File: src/lc_pkg.sv
// Shared life cycle encodings, payload structs and sizes, referenced by scoped name from all RTL
package lc_pkg;

  ////////////////////
  // Sizes
  ////////////////////

  // Multibit enable width
  localparam int TxWidth    = 4;
  // Buffered copies of each synchronized enable
  localparam int NumCopies  = 2;
  // State encoding width
  localparam int StateWidth = 5;
  // Escalation cause code width
  localparam int CauseWidth = 4;
  // Wishbone data and word address widths
  localparam int DataWidth  = 32;
  localparam int AddrWidth  = 1;

  // Register word addresses
  localparam logic [AddrWidth-1:0] AddrStatus     = 1'b0;
  localparam logic [AddrWidth-1:0] AddrTransition = 1'b1;

  ////////////////////
  // Types
  ////////////////////

  // Multibit enable, any value besides On and Off is a transient or a fault
  typedef enum logic [TxWidth-1:0] {
    On  = 4'b0101,
    Off = 4'b1010
  } lc_tx_t;

  // Life cycle states, pairwise at least two bits apart
  typedef enum logic [StateWidth-1:0] {
    StRaw   = 5'b00000,
    StTest  = 5'b00111,
    StDev   = 5'b11001,
    StProd  = 5'b11110,
    StScrap = 5'b01010
  } lc_state_e;

  // Decoded function enables
  typedef struct packed {
    lc_tx_t dbg_en;
    lc_tx_t nvm_en;
  } lc_en_t;

  // Transition request from the register port
  typedef struct packed {
    logic      valid;
    lc_state_e target;
  } lc_req_t;

  // Escalation payload
  typedef struct packed {
    lc_tx_t                scrap;
    logic [CauseWidth-1:0] cause;
  } esc_t;

  // Status word, zero-extended on a register read
  typedef struct packed {
    lc_state_e             state;
    logic                  trans_err;
    logic                  escalated;
    logic [CauseWidth-1:0] cause;
  } lc_status_t;

  // Safe idle values
  localparam esc_t   EscIdle = '{scrap: Off, cause: '0};
  localparam lc_en_t LcEnOff = '{dbg_en: Off, nvm_en: Off};

endpackage

File: src/lc_double_sync.sv
// Two-flop synchronizer for any packed payload, loading a safe value on reset
module lc_double_sync #(
  // Payload type carried through both stages
  parameter type      payload_t  = logic,
  // Value both stages take on reset
  parameter payload_t ResetValue = payload_t'('0)
) (
  input  logic     clk_i,
  input  logic     rst_i,
  input  payload_t d_i,
  output payload_t q_o
);

  // First stage may go metastable
  payload_t meta_q;
  // Second stage feeds the consumers
  payload_t sync_q;

  always_ff @(posedge clk_i) begin
    if (rst_i) begin
      meta_q <= ResetValue;
      sync_q <= ResetValue;
    end else begin
      meta_q <= d_i;
      sync_q <= meta_q;
    end
  end

  assign q_o = sync_q;

endmodule

File: src/lc_sync.sv
// Synchronizes one multibit life cycle enable and fans it out into separate copies
module lc_sync #(
  // Number of separately generated output copies
  parameter int NumCopies = lc_pkg::NumCopies
) (
  input  logic                            clk_i,
  input  logic                            rst_i,
  input  lc_pkg::lc_tx_t                  lc_en_i,
  output lc_pkg::lc_tx_t [NumCopies-1:0]  lc_en_o
);

  // Synchronized enable, Off out of reset
  lc_pkg::lc_tx_t lc_en;

  lc_double_sync #(
    .payload_t (lc_pkg::lc_tx_t),
    .ResetValue(lc_pkg::Off)
  ) u_double_sync (
    .clk_i(clk_i),
    .rst_i(rst_i),
    .d_i  (lc_en_i),
    .q_o  (lc_en)
  );

  // One copy per consumer, each bit driven on its own
  for (genvar j = 0; j < NumCopies; j++) begin : gen_copies
    logic [lc_pkg::TxWidth-1:0] en_copy;
    for (genvar k = 0; k < lc_pkg::TxWidth; k++) begin : gen_bits
      assign en_copy[k] = lc_en[k];
    end
    assign lc_en_o[j] = lc_pkg::lc_tx_t'(en_copy);
  end

  ////////////////////
  // Assertions
  ////////////////////

  initial assert (NumCopies > 0) else $error("NumCopies must be greater than zero");

  // Copies stay known once out of reset
  assert property (@(posedge clk_i) disable iff (rst_i) !$isunknown(lc_en_o));

  // A transient input settles after one cycle
  assert property (@(posedge clk_i) disable iff (rst_i)
    !(lc_en_i inside {lc_pkg::On, lc_pkg::Off}) |=> (lc_en_i inside {lc_pkg::On, lc_pkg::Off}));

  // Leaving Off through a transient must land on On
  assert property (@(posedge clk_i) disable iff (rst_i)
    $past(lc_en_i == lc_pkg::Off) && !(lc_en_i inside {lc_pkg::On, lc_pkg::Off})
    |=> (lc_en_i == lc_pkg::On));

  // Leaving On through a transient must land on Off
  assert property (@(posedge clk_i) disable iff (rst_i)
    $past(lc_en_i == lc_pkg::On) && !(lc_en_i inside {lc_pkg::On, lc_pkg::Off})
    |=> (lc_en_i == lc_pkg::Off));

endmodule

File: src/lc_state_fsm.sv
// Life cycle state register with forward-only transitions, escalation to SCRAP and enable decode
module lc_state_fsm (
  input  logic               clk_i,
  input  logic               rst_i,
  input  lc_pkg::lc_req_t    req_i,
  input  lc_pkg::esc_t       esc_i,
  output lc_pkg::lc_status_t status_o,
  output lc_pkg::lc_en_t     lc_en_o
);

  // Position in the life cycle order, zero for an invalid code
  function automatic logic [2:0] state_rank(lc_pkg::lc_state_e st);
    logic [2:0] rank;
    case (st)
      lc_pkg::StRaw:   rank = 3'd1;
      lc_pkg::StTest:  rank = 3'd2;
      lc_pkg::StDev:   rank = 3'd3;
      lc_pkg::StProd:  rank = 3'd4;
      lc_pkg::StScrap: rank = 3'd5;
      default:         rank = 3'd0;
    endcase
    return rank;
  endfunction

  lc_pkg::lc_state_e             state_q;
  logic                          trans_err_q;
  logic                          escalated_q;
  logic [lc_pkg::CauseWidth-1:0] cause_q;
  lc_pkg::lc_en_t                en_q;

  logic esc_active;
  logic req_legal;

  // Only an exact On requests scrapping
  assign esc_active = (esc_i.scrap == lc_pkg::On);

  // SCRAP always allowed, otherwise the target must come later
  assign req_legal = (req_i.target == lc_pkg::StScrap) ||
                     (state_rank(req_i.target) > state_rank(state_q));

  ////////////////////
  // State and flags
  ////////////////////

  always_ff @(posedge clk_i) begin
    if (rst_i) begin
      state_q     <= lc_pkg::StRaw;
      trans_err_q <= 1'b0;
      escalated_q <= 1'b0;
      cause_q     <= '0;
    end else if (esc_active) begin
      // Escalation wins over any request in the same cycle
      state_q     <= lc_pkg::StScrap;
      escalated_q <= 1'b1;
      cause_q     <= esc_i.cause;
    end else if (req_i.valid) begin
      if (req_legal) begin
        state_q <= req_i.target;
      end else begin
        trans_err_q <= 1'b1;
      end
    end
  end

  ////////////////////
  // Enable decode
  ////////////////////

  always_ff @(posedge clk_i) begin
    if (rst_i) begin
      en_q <= lc_pkg::LcEnOff;
    end else if (esc_active) begin
      // Drop enables alongside the state update, one cycle early
      en_q <= lc_pkg::LcEnOff;
    end else begin
      en_q.dbg_en <= (state_q inside {lc_pkg::StTest, lc_pkg::StDev}) ? lc_pkg::On : lc_pkg::Off;
      en_q.nvm_en <= (state_q inside {lc_pkg::StTest, lc_pkg::StDev, lc_pkg::StProd}) ?
                     lc_pkg::On : lc_pkg::Off;
    end
  end

  assign status_o = '{state: state_q, trans_err: trans_err_q,
                      escalated: escalated_q, cause: cause_q};
  assign lc_en_o  = en_q;

  // State register holds a defined encoding
  assert property (@(posedge clk_i) disable iff (rst_i)
    state_q inside {lc_pkg::StRaw, lc_pkg::StTest, lc_pkg::StDev, lc_pkg::StProd, lc_pkg::StScrap});

  // Decoded enables never carry transients
  assert property (@(posedge clk_i) disable iff (rst_i)
    (lc_en_o.dbg_en inside {lc_pkg::On, lc_pkg::Off}) &&
    (lc_en_o.nvm_en inside {lc_pkg::On, lc_pkg::Off}));

endmodule

File: src/lc_wb_regs.sv
// Wishbone classic register port for life cycle status and transition requests
module lc_wb_regs (
  input  logic                         clk_i,
  input  logic                         rst_i,
  // Wishbone slave
  input  logic                         wb_cyc_i,
  input  logic                         wb_stb_i,
  input  logic                         wb_we_i,
  input  logic [lc_pkg::AddrWidth-1:0] wb_adr_i,
  input  logic [lc_pkg::DataWidth-1:0] wb_dat_i,
  output logic [lc_pkg::DataWidth-1:0] wb_dat_o,
  output logic                         wb_ack_o,
  // Escalation, asynchronous in and synchronized out
  input  lc_pkg::esc_t                 esc_i,
  output lc_pkg::esc_t                 esc_o,
  // State machine side
  input  lc_pkg::lc_status_t           status_i,
  output lc_pkg::lc_req_t              req_o
);

  logic                         ack_q;
  logic                         req_valid_q;
  lc_pkg::lc_state_e            req_target_q;
  logic [lc_pkg::DataWidth-1:0] rdata_q;

  // New access, masked while acking so a held strobe is not acked twice
  logic access;
  logic wr_transition;
  logic rd_status;

  assign access        = wb_cyc_i && wb_stb_i && !ack_q;
  assign wr_transition = access && wb_we_i && (wb_adr_i == lc_pkg::AddrTransition);
  assign rd_status     = access && !wb_we_i && (wb_adr_i == lc_pkg::AddrStatus);

  ////////////////////
  // Handshake
  ////////////////////

  always_ff @(posedge clk_i) begin
    if (rst_i) begin
      ack_q       <= 1'b0;
      req_valid_q <= 1'b0;
    end else begin
      ack_q       <= access;
      // Request valid lines up with the ack cycle
      req_valid_q <= wr_transition;
    end
  end

  // Payload registers, loaded every cycle
  always_ff @(posedge clk_i) begin
    req_target_q <= lc_pkg::lc_state_e'(wb_dat_i[lc_pkg::StateWidth-1:0]);
    // Other addresses read back zero
    rdata_q      <= rd_status ? lc_pkg::DataWidth'(status_i) : '0;
  end

  assign wb_ack_o = ack_q;
  assign wb_dat_o = rdata_q;
  assign req_o    = '{valid: req_valid_q, target: req_target_q};

  // Escalation arrives two cycles late and idles on reset
  lc_double_sync #(
    .payload_t (lc_pkg::esc_t),
    .ResetValue(lc_pkg::EscIdle)
  ) u_esc_sync (
    .clk_i(clk_i),
    .rst_i(rst_i),
    .d_i  (esc_i),
    .q_o  (esc_o)
  );

  // Single-cycle ack, no back-to-back acks
  assert property (@(posedge clk_i) disable iff (rst_i) wb_ack_o |=> !wb_ack_o);

endmodule

File: src/lc_ctrl_top.sv
// Life cycle controller top, register port through state machine to synchronized enable copies
module lc_ctrl_top (
  input  logic                                   clk_i,
  input  logic                                   rst_i,
  // Wishbone slave
  input  logic                                   wb_cyc_i,
  input  logic                                   wb_stb_i,
  input  logic                                   wb_we_i,
  input  logic [lc_pkg::AddrWidth-1:0]           wb_adr_i,
  input  logic [lc_pkg::DataWidth-1:0]           wb_dat_i,
  output logic [lc_pkg::DataWidth-1:0]           wb_dat_o,
  output logic                                   wb_ack_o,
  // Asynchronous escalation
  input  lc_pkg::esc_t                           esc_i,
  // Buffered enable copies
  output lc_pkg::lc_tx_t [lc_pkg::NumCopies-1:0] dbg_en_o,
  output lc_pkg::lc_tx_t [lc_pkg::NumCopies-1:0] nvm_en_o
);

  lc_pkg::esc_t       esc_sync;
  lc_pkg::lc_status_t status;
  lc_pkg::lc_req_t    req;
  lc_pkg::lc_en_t     lc_en;

  lc_wb_regs u_wb_regs (
    .clk_i   (clk_i),
    .rst_i   (rst_i),
    .wb_cyc_i(wb_cyc_i),
    .wb_stb_i(wb_stb_i),
    .wb_we_i (wb_we_i),
    .wb_adr_i(wb_adr_i),
    .wb_dat_i(wb_dat_i),
    .wb_dat_o(wb_dat_o),
    .wb_ack_o(wb_ack_o),
    .esc_i   (esc_i),
    .esc_o   (esc_sync),
    .status_i(status),
    .req_o   (req)
  );

  lc_state_fsm u_state_fsm (
    .clk_i   (clk_i),
    .rst_i   (rst_i),
    .req_i   (req),
    .esc_i   (esc_sync),
    .status_o(status),
    .lc_en_o (lc_en)
  );

  // Debug enable
  lc_sync #(.NumCopies(lc_pkg::NumCopies)) u_sync_dbg (
    .clk_i  (clk_i),
    .rst_i  (rst_i),
    .lc_en_i(lc_en.dbg_en),
    .lc_en_o(dbg_en_o)
  );

  // NVM enable
  lc_sync #(.NumCopies(lc_pkg::NumCopies)) u_sync_nvm (
    .clk_i  (clk_i),
    .rst_i  (rst_i),
    .lc_en_i(lc_en.nvm_en),
    .lc_en_o(nvm_en_o)
  );

endmodule

File: config.mk
export PLATFORM = sky130hd
export DESIGN_NAME = lc_ctrl_top
export DESIGN_NICKNAME = d
export VERILOG_FILES = /design/src/lc_pkg.sv /design/src/lc_double_sync.sv /design/src/lc_sync.sv /design/src/lc_state_fsm.sv /design/src/lc_wb_regs.sv /design/src/lc_ctrl_top.sv
export SDC_FILE = /design/constraint.sdc
export NUM_CORES = 1
export LEC_CHECK = 0
export ABC_CLOCK_PERIOD_IN_PS = 2200
export BUFFER_PORTS_ARGS = -buffer_cell sky130_fd_sc_hd__buf_2
export CAP_MARGIN = 20
export CORE_ASPECT_RATIO = 0.5
export CORE_MARGIN = 2
export CORE_UTILIZATION = 42
export DETAILED_ROUTE_END_ITERATION = 12
export PLACE_DENSITY = 0.75
export REMOVE_ABC_BUFFERS = 1
export SLEW_MARGIN = 20
export SYNTH_ARGS = -nofsm -noshare
export SYNTH_HDL_FRONTEND = slang
export SYNTH_SLANG_ARGS = --single-unit
File: constraint.sdc
create_clock -name clk_i -period 2.2 [get_ports clk_i]
set_input_delay 0.44 -clock clk_i [delete_from_list [all_inputs] [get_ports clk_i]]
set_output_delay 0.44 -clock clk_i [all_outputs]
set_load 0.02 [all_outputs]
# Word-level counts from Yosys, hierarchy flattened
# Cells that the tools add are included.
# W data, S select, Z words.
# classes
mul	0
n_shift	0
addsub	0
div	0
muxes	7
n_reduce_logical	19
n_bitwise	3
eq_ne	9
n_lt_le_gt_ge	1
# ops
cell	count
$pmux W3 S5	2
$eq A5 B5 Y1 const B	4
$mux W4	5
$eq A5 B3 Y1 const B	2
$eq A5 B4 Y1 const B	2
$logic_not A5 Y1	2
$logic_and A1 B1 Y1	6
$reduce_bool A2 Y1	3
$eq A4 B3 Y1 const B	1
$reduce_and A2 Y1	2
$gt A3 B3 Y1	1
$not A1 Y1	3
$reduce_and A3 Y1	1
$reduce_bool A3 Y1	1
$logic_not A1 Y1	2
$reduce_or A2 Y1	1
$logic_or A1 B1 Y1	1
# totals
in_bits	46
register_bits	90
mem_bits_ro	0
memories	0
mem_bits_rw	0
output_inout_bits	49
elab_cells	59
latchBits	0

# Longest topological paths before layout
# depth
ltp_word	7
mapped_depth	10
ltp_nobuf	9

# Cells and area by module
# A second synthesis with hierarchy kept.
# unflattened
cells_unflattened	223
area_unflattened_um2	2486.1
# modules_own_cells
module	n_inst	cells_per_inst	seq_area_each_um2	area_each_um2
lc_state_fsm	1	90	300.3	814.5
lc_wb_regs	1	60	360.3	752.0
lc_double_sync at u_wb_regs.u_esc_sync	1	33	320.3	439.2
lc_double_sync at u_sync_dbg.u_double_sync ...	2	16	160.2	210.2
lc_sync	2	4	0.0	30.0

# Worst setup path before layout
# Ideal clock, no wire load.
# synth_path
path_kind	flip-flop to flip-flop
startpoint	register u_state_fsm.state_q[4]
endpoint	register u_state_fsm.trans_err_q
synth_period_minus_slack_ns	2.085
n_path_buf	1
setup_slack_ns	0.115
t_arrival_ns	2.015
setup_time_ns	0.070
required_ns	2.130
path_stages_with_launch	9
cell_sequence	dfxtp_1 > buf_2 > xor2_1 > or3_1 > ha_1 > and3b_1 > o21a_1 > or3_1 > a21oi_1
# synth_between
elab_chain_len	6
elab_cells_between_ends	10
cone_classes	order compare (1); eq/ne (4); mux (1); bitwise (1); reduce/logical (3)
# synth_rtl
item	line_no	text
from (decl)	lc_state_fsm.sv:25	lc_pkg::lc_state_e state_q;
from (signal assigned)	lc_state_fsm.sv:47	state_q <= lc_pkg::StRaw;
from (signal assigned)	lc_state_fsm.sv:53	state_q <= lc_pkg::StScrap;
from (signal assigned)	lc_state_fsm.sv:58	state_q <= req_i.target;
$eq A5 B4 Y1, or another cell as far along	lc_state_fsm.sv:14	case (st)
$pmux W3 S5 (*)	lc_state_fsm.sv:14	
$gt A3 B3 Y1 (*)	lc_state_fsm.sv:39	(state_rank(req_i.target) > state_rank(state_q));
$logic_or A1 B1 Y1 (*)	lc_state_fsm.sv:38	assign req_legal = (req_i.target == lc_pkg::StScrap) ||
$not A1 Y1 (no line) (*)	-	
$reduce_and A3 Y1 (no line) (*)	-	
to (signal assigned)	lc_state_fsm.sv:48	trans_err_q <= 1'b0;
to (signal assigned)	lc_state_fsm.sv:60	trans_err_q <= 1'b1;
to (decl)	lc_state_fsm.sv:26	logic trans_err_q;
# Every way passes the cells marked *; elsewhere a longest branch is shown, timed or not.
# A chain may end at the register's enable or synchronous reset.

# Worst setup path after layout
# Ends and elaborated chain as after synthesis.

==> impl_metrics.yaml <==
clock_tree:
  clock_latency_ps: 330
  cts_tree: "yes"
  htreeDepth: 3
  clockBufferDepth: 2
  hold_buffers: 0
  clock_sinks: 57
  cts_buffers: 9
  cts-resized-gates: 4
  cts_setup_buffers: 0
  cts-root-buf: "clkbuf_8"
  path_clk_slew_ps: 70
logic_synthesis:
  ys_top_cells_by_area: "dfxtp_1 54%, buf_4 12%, nor2b_1 4.7%"
  ys_async_sr_fraction_pct: 0
  seq_area_frac_synth_pct: 53.71
  synth_edf_count: 0
  ys_ff_latch: 57
  yosys_warnings: 0
  synth.avg_cell_area_sq_um: 10.41
  yosysTopAreaCell: "dfxtp_1"
  synth.top_cell.area_share_pct: 53.71
  yosysUniqueCellTypes: 37
  synthCells: 204
  synth_ff_type: "dfxtp_1"
  synth.cell_area_sq_um: 2125
timing:
  holdWs_ps: 202.7
  drv_slew: 0
  hold_viol_final: 0
  fin_crit_sh_pct: 94.96
  final.min_clock_period_ps: 2089
  timing.fmax_mhz: 478.7
  skew_ps: 9.672
  finalSetupViolCount: 0
  rsz0062_at_grt: "no"
  worst_pin_slew_ps: 493.4
  fin_ws_ps: 110.9
  slew_headroom_pct: 66.80
worst_setup_path:
  worst_ep_arrival_time_ps: 2360
  end_kind: "flop"
  critPathMaxFanout: 9
  criticalPathCategory: "flop to flop"
  worstPathRequired_ps: 2470
  startpoint_type: "flop"
route:
  drcViolationCount: 0
  antenna_left: 0
  via_per_inst: 4.445
  wl_per_cell_um: 10.86
  drtPass1Iterations: 4
  drt_iter0_markers: 34
  drt_wl_total_um: 3464
  vias: 1418
layout:
  syn2layout_area_growth_pct: 17.96
  postLayoutCoreUtil_pct: 51.04
  final_common_cell: "dfxtp_1"
  finalNonFillerCells: 319
  layout-drive-gt1-share_pct: 36.55
  nNetsFinal: 293
  final_cell_mix: "48 x dfxtp_1, 46 x buf_2, 21 x conb_1"
  diodes: 0
floorplanning:
  num_io_pins: 95
  rows: 18
  start_util_pct: 43.27
  fp.coreArea_sq_um: 4910
  die-area_sq_um: 5678
  chipWidth_um: 104.6
  die_y_um: 54.29
worst_hold_path:
  hp-class: "input pin to flop"
placed_design:
  portBuffers: 46
  dp_slack_ps: -52.08
  hpwl_um: 2364
  place_inst: 303
  place.gp.congestion: 0.8935
grt:
  antenna_found_initial: 0
  grt_pass1_vias: 1264
  grt_usage_pct: 12.60
  grt_pass1_wl_um: 5202
  grt_max_degree: 26
  grt.overflow.total: 0
pwr:
  power.share.clock_pct: 43.1
  power.total_uw: 2052
  p_seq_share_pct: 51.8
  ir_drop_v: 0.0002868
  switching_share_pct: 24.05
  p_int_uw: 1558
  p_per_area_nw_per_um2: 818.8
  p_sw_uw: 493.6
  pwr-share-comb_pct: 5.1
  p_leak_uw: 0.001094
flow_run:
  maxCapViolations: 0
run_status:
  status: "finished, final reports clean"
## state kept, by name, indices dropped and copies added, names as in the netlist, 2 cells and up
signal and cells:
u_sync_dbg.u_double_sync.q_o 2, u_state_fsm.lc_en_o 4, u_sync_nvm.u_double_sync.meta_q 2, u_state_fsm.state_q 5, u_wb_regs.wb_dat_o 11, u_state_fsm.cause_q 4, u_sync_nvm.u_double_sync.q_o 2, u_wb_regs.req_target_q 5
u_wb_regs.u_esc_sync.meta_q 8, u_sync_dbg.u_double_sync.meta_q 2, u_wb_regs.u_esc_sync.q_o 8
## path summary, 6_finish.rpt
| kind | from | end | slack (ps) | cells past startpoint |
|---|---|---|---|---|
| setup reg to reg | u_state_fsm.state_q[4] | u_state_fsm.trans_err_q | 110 | 7 |
| hold reg to reg | u_state_fsm.lc_en_o[5] | u_sync_dbg.u_double_sync.meta_q[1] | 410 | 1 |
| hold / removal | wb_dat_i[3] | u_wb_regs.req_target_q[3] | 200 | 1 |
| setup / recovery | u_state_fsm.state_q[4] | u_state_fsm.trans_err_q | 110 | 7 |
## critical path, stage by stage (launching register included)
cell     delay [ps]
dfxtp_4         370
xor2_1          150
or3_1           360
ha_4            240
and3b_1         190
o21a_1          200
or3_1           370
a21oi_1         140
## stage by stage
stage / setup TNS, ps / cell area [sq um]
3_3_place_gp: 0 / 2253
5_1_grt: 0 / 2506
3_5_place_dp: -242.4 / 2253
6_report: 0 / 2506
2_1_floorplan: 0 / 1913
4_1_cts: 0 / 2451
## cell usage after synthesis, types with 2 or more instances
library cell and count:
dfxtp_1 57, buf_4 34, nor2b_1 16, nor2_1 13, and2_1 11, nor3_1 8
or2_2 8, a32o_1 4, clkbuf_1 4, mux2i_1 4, nand2_1 4, ha_1 3
inv_1 3, o21ai_0 3, xor2_1 3, a221oi_1 2, and3_1 2, nand2b_1 2
nor4_1 2, nor4b_1 2, o21a_1 2, or3_1 2
## power groups by stage
stage                     logic [uW]  registers [uW]  clock network [uW]
after CTS                       99.8            1060                 916
after detailed placement        98.7            1090                   0
final                            104            1060                 885
after global placement          95.4            1090                   0
after global routing             115            1060                 967
after floorplan                 64.3            1080                   0
## final cells by class
| cell class | count | area (sq um) |
|---|---|---|
| inverter | 3 | 11.26 |
| multi-input combinational | 124 | 804.5 |
| clock buffer | 11 | 151.4 |
| fill | 453 | 2404 |
| sequential | 57 | 1160 |
| tap | 70 | 87.58 |
| timing repair buffer | 49 | 252.7 |
| clock inverter | 5 | 38.79 |
## cell families (layout without fill, tap and decap cells)
logic type,Yosys count,in the layout,synth area share (%)
other,1,21,0.1765
xor gates and xnor gates,3,3,1.237
DFF,57,57,53.71
buffers and inverters,43,68,14.02
muxes,4,4,1.885
AOI/OAI and AO/OA,16,16,5.771
adders and majority gates,3,3,1.767
and+or+nand+nor,77,77,21.44
## layer usage
| metal | vias to the layer above | track usage [%] | part of all wire, % |
|---|---|---|---|
| li1 | 699 | - | - |
| met1 | 649 | 11.88 | 39 |
| met2 | 61 | 22.11 | 52 |
| met3 | 9 | 6.190 | 7.4 |
| met4 | 0 | 10.44 | 2.0 |
| met5 | - | 0 | 0 |
Power figures use the tool's default switching activity.
